File: config.mk
export PLATFORM = sky130hd
export DESIGN_NAME = writeback_merge_flat
export DESIGN_NICKNAME = d
export VERILOG_FILES = /design/src/rv_mem_pkg.sv /design/src/rv_wb_pkg.sv /design/src/mem_wb_if.sv /design/src/writeback_merge.sv /design/src/flat_wrapper.sv
export SDC_FILE = /design/constraint.sdc
export NUM_CORES = 1
export LEC_CHECK = 0
export ABC_AREA = 1
export BUFFER_PORTS_ARGS = -buffer_cell sky130_fd_sc_hd__buf_2
export CORE_MARGIN = 4
export CORE_UTILIZATION = 45
export DETAILED_ROUTE_END_ITERATION = 12
export GPL_TIMING_DRIVEN = 0
export PLACE_DENSITY = 0.95
export RECOVER_POWER = 100
export SYNTH_ARGS = -nofsm -noshare
export SYNTH_HDL_FRONTEND = slang
export SYNTH_SLANG_ARGS = --single-unit
File: constraint.sdc
create_clock -name vclk -period 3.1
set_input_delay 0.31 -clock vclk [all_inputs]
set_output_delay 0.31 -clock vclk [all_outputs]
set_load 0.01 [all_outputs]
File: src/rv_mem_pkg.sv
`default_nettype none

package rv_mem_pkg;

    // ******************************
    // Word and memory geometry
    // ******************************
    localparam int XLEN       = 32;   // Data word width
    localparam int DMEM_WORDS = 1024; // Depth in words
    localparam int DMEM_AW    = 10;   // Word address, taken from addr[11:2]

    // ******************************
    // Load/store type codes
    // ******************************
    // Code 0 marks a bubble or any op that leaves memory alone
    typedef enum logic [3:0] {
        DMEM_NONE = 4'd0,
        DMEM_LB   = 4'd1, // Load byte, signed
        DMEM_LH   = 4'd2, // Load half, signed
        DMEM_LW   = 4'd3, // Load word
        DMEM_LBU  = 4'd4, // Load byte, unsigned
        DMEM_LHU  = 4'd5, // Load half, unsigned
        DMEM_SB   = 4'd6, // Store byte
        DMEM_SH   = 4'd7, // Store half
        DMEM_SW   = 4'd8  // Store word
    } dmem_type_e;

    // ******************************
    // Memory word views
    // ******************************
    // Same 32 bits, decoded per byte lane or per half
    // Store steering writes through it, load extraction reads through it
    typedef union packed {
        logic [XLEN/8-1:0][7:0]   bytes;  // Lane i holds bits 8i+7:8i
        logic [XLEN/16-1:0][15:0] halves; // Half 1 is bits 31:16
    } mem_word_u;

endpackage

`default_nettype wire

File: src/rv_wb_pkg.sv
`default_nettype none

package rv_wb_pkg;

    // ******************************
    // Register file geometry
    // ******************************
    localparam int REG_AW = 5; // x0..x31

    // ******************************
    // Write-back source select
    // ******************************
    // One-hot, one bit per source
    typedef enum logic [3:0] {
        RES_ALU = 4'b0001, // ALU result, also the reset choice
        RES_MEM = 4'b0010, // Extended load data
        RES_IMM = 4'b0100, // Extended immediate, for lui
        RES_PC  = 4'b1000  // pc+4, for jal and jalr
    } result_src_e;

endpackage

`default_nettype wire

File: src/mem_wb_if.sv
`timescale 1ns/1ps
`default_nettype none

// Registered bundle between the pipeline register and the write-back mux
interface mem_wb_if
    import rv_mem_pkg::*, rv_wb_pkg::*;
();

    logic [XLEN-1:0]   alu_result;   // Also the byte address
    logic [XLEN-1:0]   ext_imm;
    logic [XLEN-1:0]   pc_plus;
    logic              reg_write_en;
    logic [REG_AW-1:0] rd_idx;
    result_src_e       result_src;
    dmem_type_e        mem_op;       // Access type, lined up with read data
    logic [1:0]        byte_off;     // addr[1:0] of the access

    // Register side
    modport source (
        output alu_result, ext_imm, pc_plus,
        output reg_write_en, rd_idx, result_src,
        output mem_op, byte_off
    );

    // Merge side
    modport sink (
        input alu_result, ext_imm, pc_plus,
        input reg_write_en, rd_idx, result_src,
        input mem_op, byte_off
    );

endinterface

`default_nettype wire

File: src/writeback_merge.sv
`timescale 1ns/1ps
`default_nettype none

module writeback_merge
    import rv_mem_pkg::*, rv_wb_pkg::*;
(
    mem_wb_if.sink              wb,
    input  wire [XLEN-1:0]      rd_word_i,      // Raw word from memory
    output logic [XLEN-1:0]     wb_data_o,
    output logic [REG_AW-1:0]   rd_idx_o,
    output logic                reg_write_en_o
);

    mem_word_u       rd_u;    // Read word, byte or half view
    logic [7:0]      ld_byte; // Addressed byte
    logic [15:0]     ld_half; // Addressed half
    logic [XLEN-1:0] ld_val;  // Extended load result

    // ******************************
    // Load extraction
    // ******************************
    assign rd_u    = rd_word_i;
    assign ld_byte = rd_u.bytes[wb.byte_off];
    assign ld_half = rd_u.halves[wb.byte_off[1]]; // Offset bit 0 ignored

    always_comb begin
        case (wb.mem_op)
            DMEM_LB:  ld_val = {{(XLEN-8){ld_byte[7]}}, ld_byte};   // Sign
            DMEM_LH:  ld_val = {{(XLEN-16){ld_half[15]}}, ld_half}; // Sign
            DMEM_LBU: ld_val = {{(XLEN-8){1'b0}}, ld_byte};
            DMEM_LHU: ld_val = {{(XLEN-16){1'b0}}, ld_half};
            DMEM_LW:  ld_val = rd_u;
            default:  ld_val = rd_u; // Not a load, value unused
        endcase
    end

    // ******************************
    // Write-back select
    // ******************************
    // Illegal one-hot codes fall back to the ALU result
    always_comb begin
        case (wb.result_src)
            RES_MEM: wb_data_o = ld_val;
            RES_IMM: wb_data_o = wb.ext_imm;
            RES_PC:  wb_data_o = wb.pc_plus;
            default: wb_data_o = wb.alu_result;
        endcase
    end

    // Destination fields, already registered
    assign rd_idx_o       = wb.rd_idx;
    assign reg_write_en_o = wb.reg_write_en;

endmodule

`default_nettype wire
File: src/flat_wrapper.sv
// flat-port wrapper written by rule: the top's interface ports become plain ports
module writeback_merge_flat import rv_mem_pkg::*, rv_wb_pkg::*;
  (rd_word_i, wb_data_o, rd_idx_o, reg_write_en_o, wb_alu_result, wb_ext_imm, wb_pc_plus, wb_reg_write_en, wb_rd_idx, wb_result_src, wb_mem_op, wb_byte_off);
  mem_wb_if wb_i ();
  input  wire [XLEN-1:0] rd_word_i;
  output logic [XLEN-1:0] wb_data_o;
  output logic [REG_AW-1:0] rd_idx_o;
  output logic reg_write_en_o;
  input wire logic [$bits(wb_i.alu_result)-1:0] wb_alu_result;
  input wire logic [$bits(wb_i.ext_imm)-1:0] wb_ext_imm;
  input wire logic [$bits(wb_i.pc_plus)-1:0] wb_pc_plus;
  input wire logic [$bits(wb_i.reg_write_en)-1:0] wb_reg_write_en;
  input wire logic [$bits(wb_i.rd_idx)-1:0] wb_rd_idx;
  input wire logic [$bits(wb_i.result_src)-1:0] wb_result_src;
  input wire logic [$bits(wb_i.mem_op)-1:0] wb_mem_op;
  input wire logic [$bits(wb_i.byte_off)-1:0] wb_byte_off;
  assign wb_i.alu_result = wb_alu_result;
  assign wb_i.ext_imm = wb_ext_imm;
  assign wb_i.pc_plus = wb_pc_plus;
  assign wb_i.reg_write_en = wb_reg_write_en;
  assign wb_i.rd_idx = wb_rd_idx;
  assign wb_i.result_src = wb_result_src;
  assign wb_i.mem_op = wb_mem_op;
  assign wb_i.byte_off = wb_byte_off;
  writeback_merge u_core (.wb(wb_i), .rd_word_i(rd_word_i), .wb_data_o(wb_data_o), .rd_idx_o(rd_idx_o), .reg_write_en_o(reg_write_en_o));
endmodule
==> metrics.md, run 1 <==
| Metric | Value |
|---|---|
| Syn Inst Count | `449` |
| Drt initial violations | `184` |
| Cell mode on critical path | `clkbuf_1` |
| Hold path cells | `2` |
| Die height | `78.1 um` |
| Switch share | `0.573` |
| Share of cells above drive strength 1 | `0.295` |
| Sequential fraction of the synthesis area | `0` |
| Net Switching | `0.000229 W` |
| Num rows | `25` |
| Sequential cell area | `0 um2` |
| Final Hold Violating Endpoints | `0` |
| Post-synth net total | `593` |
| Core ar. | `4720 um2` |
| Gate power share | `1.000` |
| Internal Power | `0.000171 W` |
| Accumulated negative setup slack | `0 ns` |
| Min-delay src | `wb_rd_idx[3]` |
| I/O pin count | `182` |
| Total global-route track usage | `0.273` |
| Hold EP | `rd_idx_o[3]` |
| Via count | `3,511` |
| Port bufs | `175` |
| GRT overflow | `0` |
| Worst-Margin Slew | `0.511 ns` |
| Period utilisation layout | `0.774` |
| Vias in the first global route | `3,229` |
| Max_cap viols | `0` |
| Netlist cell types | `19` |
| Initial antenna violation count | `0` |
| Hold_buf cts | `0` |
| Crit path from | `wb_result_src[1]` |
| P&R area growth vs syn | `41.2%` |
| Status | `completed` |
| Setup CP Type | `in2out` |
| Required time of the critical path | `2.79 ns` |
| Finish-stage setup viols | `0` |
| Final ANT Viol Nets | `0` |
| Initial Util | `0.468` |
| First-pass GRT wire length | `14.2 mm` |
| Drt via density | `5.08` |
| Flop pwr share | `0` |
| Pwr/cell area | `128 nW/um2` |
| Largest net degree at the start of global routing | `11` |
| Drt pass-1 iters | `5` |
| Seq_cells | `0` |
| Crit-path cells | `buf_2 -> nor2_1 -> nand3_1 -> clkbuf_1 -> o21ai_0 -> inv_1 -> nand3_2 -> clkbuf_1` |
| Max-slew headroom | `0.658` |
| Fmax | `0.417 GHz` |
| RSZ-0062 raised after global routing | `no` |
| Nets | `770` |
| Post-synth top area share | `0.193` |
| Clkbuf count | `0` |
| DRT Wirelength | `8.87 mm` |
| Mapped cell area | `2210 um2` |
| Fin crit period | `2.40 ns` |
| Placer Congestion | `0.976` |
| Die Area | `6090 um2` |
| CTS-repair resized insts | `0` |
| Clock share of power | `0` |
| CP max FO | `10` |
| Yosys top cell by area | `nand3_1` |
| LEAKAGE | `1.82 nW` |
| Mean Syn Cell Area | `4.92 um2` |
| CP Launch Type | `input pin` |
| WP data arrival | `2.09 ns` |
| Synth warn | `0` |
| List of most frequent post-synthesis cells | `103 x inv_1, 95 x nand2_1, 85 x nand3_1` |
| Remaining DRCs | `0` |
| CP peak stage delay | `0.42 ns` |
| Die Width | `78.1 um` |
| Crit end category | `output pin` |
| Post CTS Setup Buffer Count | `0` |
| Worst vdd ir | `0.0625 mV` |
| Routed wire per std cell | `12.8 um` |
| Antenna diodes | `0` |
| Area contributors post-synth | `nand3_1 19%, inv_1 18%, nand2_1 16%, o21ai_0 11%, nand3_2 9.1%` |
| Worst hold margin | `0.830 ns` |
| Leading cell type by number of instances after synthesis | `inv_1` |
| Worst hold path type | `in2out` |
| Max-slew violation count | `0` |
| Slowest CP cell | `nand3_1` |
| Dpl hpwl | `7.76 mm` |
## layout make-up
type / instances / area, um2
repair buffers: 175 / 830
fillers: 478 / 1600
multi-input cells: 308 / 1620
well taps: 67 / 83.8
inverters: 105 / 394
plain buffers: 36 / 188
## worst max-delay path by stage
stage                          to  slack [ns]  cells after the start
floorplan           wb_data_o[16]        1.55                      8
global placement     wb_data_o[6]        0.91                      8
detailed placement  wb_data_o[26]        0.90                      8
CTS                 wb_data_o[26]        0.91                      8
global route         wb_data_o[5]        0.50                      8
finish              wb_data_o[26]        0.70                      8
## cell families (layout without fill, tap and decap cells)
group,Yosys count,count (layout),synth area share
compound gates,49,49,0.111
buf+inv,141,316,0.263
simple gates,259,259,0.625
## metrics by stage
step | util | std cells | area, um2 | total power [W] | setup slack, ns
floorplan | - | 449 | 2210 | 0.000231 | 1.55
global placement | 0.671 | 691 | 3170 | 0.000399 | 0.913
detailed placement | 0.671 | 691 | 3170 | 0.000408 | 0.905
CTS | 0.671 | 691 | 3170 | 0.000409 | 0.907
global route | 0.660 | 691 | 3120 | 0.000447 | 0.503
finish | 0.660 | 691 | 3120 | 0.000400 | 0.699
## cells in the final DEF (no fill, tap or decap), drive strengths merged
cell type and n:
nand4 32, nand3b 8, nor2 14, clkbuf 56
nand3 105, o21ai 49, buf 155, and2 1
inv 105, nand2 99
## worst max-delay path, delay by kind of cell
| family | cells | cell delay, ns |
|---|---|---|
| buffers and inverters | 4 | 0.65 |
| AOI/OAI and AO/OA | 1 | 0.24 |
| and+or+nand+nor | 3 | 0.90 |
## power by group through the flow
stage	clock (W)	sequential [W]	combinational (W)
after CTS	0	0	0.000409
after global placement	0	0	0.000399
after global routing	0	0	0.000447
after floorplan	0	0	0.000231
final	0	0	0.000400
after detailed placement	0	0	0.000408
## metal layers
metal | up-vias | routed length (um) | track usage
met5 | - | 0 | 0
met4 | 0 | 142 | 0.0524
met2 | 198 | 4380 | 0.514
met3 | 17 | 905 | 0.0390
met1 | 1509 | 3440 | 0.327
li1 | 1787 | - | -
Note: power is estimated with default switching activity, not from simulation.
==> run 2: changes to the inputs <==
--- a/config.mk
+++ b/config.mk
@@ -8,10 +8,10 @@
 export ABC_AREA = 1
 export BUFFER_PORTS_ARGS = -buffer_cell sky130_fd_sc_hd__buf_2
 export CORE_MARGIN = 4
-export CORE_UTILIZATION = 45
+export CORE_UTILIZATION = 37
 export DETAILED_ROUTE_END_ITERATION = 12
 export GPL_TIMING_DRIVEN = 0
-export PLACE_DENSITY = 0.95
+export PLACE_DENSITY = 0.85
 export RECOVER_POWER = 100
 export SYNTH_ARGS = -nofsm -noshare
 export SYNTH_HDL_FRONTEND = slang
==> constraint.sdc (replaced) <==
create_clock -name vclk -period 2.05
set_input_delay 0.205 -clock vclk [all_inputs]
set_output_delay 0.205 -clock vclk [all_outputs]
set_load 0.01 [all_outputs]
==> metrics.md, run 2 (synthesis results as in run 1) <==
| Metric | Value |
|---|---|
| Initial Util | `0.391 (-0.0761)` |
| Max-slew headroom | `0.692 (+0.0336)` |
| Hold path cells | `2 (unchanged)` |
| Vias in the first global route | `3,249 (+0.62%)` |
| Final ANT Viol Nets | `0 (unchanged)` |
| CP Launch Type | `input pin` |
| Initial antenna violation count | `0 (unchanged)` |
| Fin crit period | `1.90 ns` |
| CP max FO | `10 (unchanged)` |
| Nets | `770 (unchanged)` |
| Dpl hpwl | `7.93 mm (+2.3%)` |
| Placed insts | `696 (+0.72%)` |
| Max_cap viols | `0 (unchanged)` |
| Met2 Routed Length | `4.58 mm (+4.5%)` |
| I/O pin count | `182 (unchanged)` |
| Min-delay src | `wb_reg_write_en` |
| DP Worst Slack | `-0.0140 ns (-0.919 ns)` |
| Finish-stage setup viols | `0 (unchanged)` |
| Most frequent cells in the layout | `150 x buf_2, 103 x inv_1, 95 x nand2_1` |
| Max Used Layer | `met4` |
| Worst hold path type | `in2out` |
| Seq_cells | `0 (unchanged)` |
| Die Width | `85.3 um (+9.2%)` |
| Fillers | `622 (+30%)` |
| Largest net degree at the start of global routing | `11 (unchanged)` |
| Drt initial violations | `248 (+35%)` |
| Worst-Margin Slew | `0.462 ns (-0.0485 ns)` |
| Remaining DRCs | `0 (unchanged)` |
| Drt via density | `5.06 (-0.32%)` |
| P&R area growth vs syn | `42.8%` |
| WP data arrival | `1.70 ns (-0.39 ns)` |
| Total global-route track usage | `0.230 (-0.0428)` |
| First-pass GRT wire length | `14.4 mm (+1.2%)` |
| Share of cells above drive strength 1 | `0.322 (+0.0272)` |
| Final Hold Violating Endpoints | `0 (unchanged)` |
| Required time of the critical path | `1.85 ns (-0.94 ns)` |
| Period utilisation layout | `0.928` |
| Core ar. | `5640 um2 (+19%)` |
| Die Area | `7270 um2 (+19%)` |
| Drt pass-1 iters | `5 (unchanged)` |
| Clock share of power | `0 (unchanged)` |
| Post-route insts no fill | `696 (+0.72%)` |
| Via count | `3,525 (+0.40%)` |
| Internal Power | `0.000265 W (+55%)` |
| Pwr/cell area | `195 nW/um2 (+52%)` |
| GRT overflow | `0 (unchanged)` |
| Met3 wire length | `902 um (-0.33%)` |
| Placer Congestion | `0.951 (-2.5%)` |
| Clkbuf count | `0 (unchanged)` |
| LEAKAGE | `1.86 nW (+2.2%)` |
| Crit path from | `wb_byte_off[1]` |
| DRT Wirelength | `9.40 mm (+6.0%)` |
| Port bufs | `175 (unchanged)` |
| Routed wire per std cell | `13.5 um (+5.2%)` |
| Num rows | `27 (+8.0%)` |
| Gate power share | `1.000 (about the same)` |
| Commonest non-fill, non-tap cell in the layout | `buf_2` |
| RSZ-0062 raised after global routing | `no` |
| Max-slew violation count | `0 (unchanged)` |
| Worst vdd ir | `0.0847 mV (+35%)` |
| Switch share | `0.570 (-0.00337)` |
| Antenna diodes | `0 (unchanged)` |
| Fmax | `0.525 GHz` |
| Hold EP | `reg_write_en_o` |
| Die height | `85.3 um (+9.2%)` |
| Met1 WL | `3.86 mm (+12%)` |
| Setup ws final | `0.147 ns (-0.552 ns)` |
| Sequential cell area | `0 um2 (unchanged)` |
| Net Switching | `0.000351 W (+53%)` |
| Crit end category | `output pin` |
| Status | `completed` |
| Flop pwr share | `0 (unchanged)` |
| Accumulated negative setup slack | `0 ns (unchanged)` |
| Hold_buf cts | `0 (unchanged)` |
| Setup CP Type | `in2out` |
## run 2: critical path, stage by stage
cell and delay [ns]:
buf_2 0.12, o21ai_0 0.33, nand2_1 0.09, nand2_1 0.11
nand2_2 0.14, nand2_4 0.15, clkbuf_4 0.25, nand3_2 0.10
nand3_2 0.07, clkbuf_2 0.13
## run 2: layer usage
layer,up-vias,track usage
met2,181,0.425
met1,1550,0.290
met5,-,0
met3,9,0.0311
li1,1785,-
met4,0,0.0230
## run 2: stage by stage
step,hold WS [ns],util,power [W],cell area [um2]
2_1_floorplan,0.502,-,0.000349,2210
3_3_place_gp,0.597,0.563,0.000607,3170
3_5_place_dp,0.596,0.563,0.000616,3170
4_1_cts,0.596,0.564,0.000620,3180
5_1_grt,0.627,0.559,0.000683,3150
6_report,0.621,0.559,0.000615,3150
## run 2: how the worst max path moves through the flow
| stage | to | slack, ns | cells after the start |
|---|---|---|---|
| CTS | wb_data_o[28] | 0.09 | 8 |
| global route | wb_data_o[10] | 0.006 | 11 |
| global placement | wb_data_o[30] | 0.03 | 8 |
| detailed placement | wb_data_o[8] | -0.01 | 7 |
| floorplan | wb_data_o[16] | 0.71 | 8 |
| finish | wb_data_o[16] | 0.15 | 10 |
## run 2: timing repair
item	in CTS	in global routing
gates resized for setup	1	2
endpoints found under the hold margin	0	0
setup endpoints to repair	1	28
setup buffers	0	0
## run 2: cell type report
| class | count | area, um2 | share of cell area |
|---|---|---|---|
| plain buffers | 36 | 184 | 0.0583 |
| inverters | 105 | 394 | 0.125 |
| multi-input cells | 308 | 1640 | 0.520 |
| well taps | 72 | 90.1 | 0.0286 |
| repair buffers | 175 | 847 | 0.269 |
## run 2: power groups by stage
stage	clock network, W	logic [W]	registers (W)
global route	0	0.000683	0
global placement	0	0.000607	0
floorplan	0	0.000349	0
detailed placement	0	0.000616	0
finish	0	0.000615	0
CTS	0	0.000620	0
==> run 3: changes to the inputs <==
--- a/config.mk
+++ b/config.mk
@@ -8,10 +8,10 @@
 export ABC_AREA = 1
 export BUFFER_PORTS_ARGS = -buffer_cell sky130_fd_sc_hd__buf_2
 export CORE_MARGIN = 4
-export CORE_UTILIZATION = 37
+export CORE_UTILIZATION = 41
 export DETAILED_ROUTE_END_ITERATION = 12
 export GPL_TIMING_DRIVEN = 0
-export PLACE_DENSITY = 0.85
+export PLACE_DENSITY = 0.89
 export RECOVER_POWER = 100
 export SYNTH_ARGS = -nofsm -noshare
 export SYNTH_HDL_FRONTEND = slang
==> constraint.sdc (replaced) <==
create_clock -name vclk -period 2
set_input_delay 0.2 -clock vclk [all_inputs]
set_output_delay 0.2 -clock vclk [all_outputs]
set_load 0.01 [all_outputs]
==> metrics.md, run 3 (synthesis results as in run 1) <==
| Metric | Value |
|---|---|
| Status | `completed` |
| CP Launch Type | `input pin` |
| Setup CP Type | `in2out` |
| Placer Congestion | `0.896 (-5.8%)` |
| GRT overflow | `0 (unchanged)` |
| Period utilisation layout | `0.924` |
| Fin area | `3150 um2 (about the same)` |
| Initial Util | `0.427 (+0.0355)` |
| Share of cells above drive strength 1 | `0.322 (unchanged)` |
| CP max FO | `10 (unchanged)` |
| Hold_buf cts | `0 (unchanged)` |
| Max_cap viols | `0 (unchanged)` |
| Sequential cell area | `0 um2 (unchanged)` |
| DP Area | `3170 um2 (about the same)` |
| Via count | `3,520 (-0.14%)` |
| Core ar. | `5170 um2 (-8.3%)` |
| CP peak stage delay | `0.27 ns (-0.06 ns)` |
| Clock share of power | `0 (unchanged)` |
| Post CTS Setup Buffer Count | `0 (unchanged)` |
| Slowest CP cell | `clkbuf_1` |
| Worst vdd ir | `0.0988 mV (+17%)` |
| Die Width | `81.4 um (-4.5%)` |
| Crit end category | `output pin` |
| Accumulated negative setup slack | `0 ns (unchanged)` |
| Port bufs | `175 (unchanged)` |
| Final Hold Violating Endpoints | `0 (unchanged)` |
| Pwr/cell area | `200 nW/um2 (+2.5%)` |
| Final ANT Viol Nets | `0 (unchanged)` |
| Flop pwr share | `0 (unchanged)` |
| Drt pass-1 iters | `5 (unchanged)` |
| Fmax | `0.541 GHz` |
| Worst hold path type | `in2out` |
| Die height | `81.4 um (-4.5%)` |
| Cell mode on critical path | `clkbuf_1` |
| Placed insts | `694 (-0.29%)` |
| First-pass GRT wire length | `14.0 mm (-2.4%)` |
| Worst-Margin Slew | `0.465 ns (+0.00293 ns)` |
| Crit-path cells | `buf_2 -> nor2_4 -> nand3_2 -> clkbuf_1 -> o21ai_0 -> nand3b_1 -> clkbuf_1` |
| Initial antenna violation count | `0 (unchanged)` |
| RSZ-0062 raised after global routing | `no` |
| Antenna diodes | `0 (unchanged)` |
| Clkbuf count | `0 (unchanged)` |
| Die Area | `6620 um2 (-8.9%)` |
| I/O pin count | `182 (unchanged)` |
| Switch share | `0.569 (-0.00118)` |
| Total global-route track usage | `0.259 (+0.0287)` |
| Commonest non-fill, non-tap cell in the layout | `buf_2` |
| Drt via density | `5.07 (+0.15%)` |
| Remaining DRCs | `0 (unchanged)` |
| Dpl hpwl | `8.03 mm (+1.1%)` |
| Most frequent cells in the layout | `157 x buf_2, 103 x inv_1, 95 x nand2_1` |
| Vias in the first global route | `3,114 (-4.2%)` |
| Nets | `770 (unchanged)` |
| Max-slew headroom | `0.690 (-0.00196)` |
| Required time of the critical path | `1.80 ns (-0.05 ns)` |
| LEAKAGE | `1.86 nW (about the same)` |
| Num rows | `26 (-3.7%)` |
| Largest net degree at the start of global routing | `11 (unchanged)` |
| Routed wire per std cell | `13.4 um (-1.0%)` |
| Max-slew violation count | `0 (unchanged)` |
| P&R area growth vs syn | `42.7% (about the same)` |
| Fin crit period | `1.85 ns` |
| WP data arrival | `1.65 ns (-0.05 ns)` |
| Gate power share | `1.000 (about the same)` |
| Internal Power | `0.000272 W (+2.7%)` |
| Seq_cells | `0 (unchanged)` |
| Net Switching | `0.000358 W (+2.2%)` |
| Fin util | `0.609 (+0.0502)` |
| Post-route insts no fill | `694 (-0.29%)` |
| Finish-stage setup viols | `0 (unchanged)` |
| Drt initial violations | `207 (-17%)` |
| DRT Wirelength | `9.28 mm (-1.3%)` |
run 3: cell types whose count changed in the layout (fill, tap and decap cells not counted), sizes merged:
cell,delta
buf,+7
clkbuf,-7
run 3: metrics by stage:
step,worst slack (ns),power (W),hold slack (ns)
CTS,0.0714,0.000638,0.586
floorplan,0.669,0.000358,0.492
global route,0.0321,0.000703,0.626
detailed placement,-0.0385,0.000635,0.586
finish,0.153,0.000630,0.611
global placement,0.0369,0.000623,0.586
run 3: layer usage:
layer / vias up / GRT usage / wire, um
met5: - / 0 / 0
met2: 188 / 0.481 / 4550
met4: 0 / 0.0321 / 54
met3: 8 / 0.0255 / 991
met1: 1537 / 0.325 / 3690
li1: 1787 / - / -
run 3: final cells by class:
type | count | area (um2)
repair buffers | 175 | 847
plain buffers | 36 | 184
fillers | 543 | 2020
multi-input cells | 308 | 1640
well taps | 70 | 87.6
inverters | 105 | 394
run 3: power by group through the flow:
stage / Sequential, W / Clock (W) / Combinational, W
6_report: 0 / 0 / 0.000630
3_3_place_gp: 0 / 0 / 0.000623
3_5_place_dp: 0 / 0 / 0.000635
4_1_cts: 0 / 0 / 0.000638
5_1_grt: 0 / 0 / 0.000703
2_1_floorplan: 0 / 0 / 0.000358
run 3: path summary, 6_finish.rpt:
check,startpoint,to,slack (ns),cells after the start
setup / recovery,wb_result_src[1],wb_data_o[14],0.15,7
hold / removal,wb_rd_idx[2],rd_idx_o[2],0.61,2
run 3: what timing repair did:
action,in CTS,in global routing
resized for setup,1,3
hold endpoints to repair,0,0
endpoints found under the setup margin,2,16
run 3: worst max-delay path: cells and delay by family:
| family | cells | cell delay (ns) |
|---|---|---|
| buffers and inverters | 3 | 0.56 |
| AO/OA/AOI/OAI | 1 | 0.27 |
| AND/OR/NAND/NOR | 3 | 0.61 |
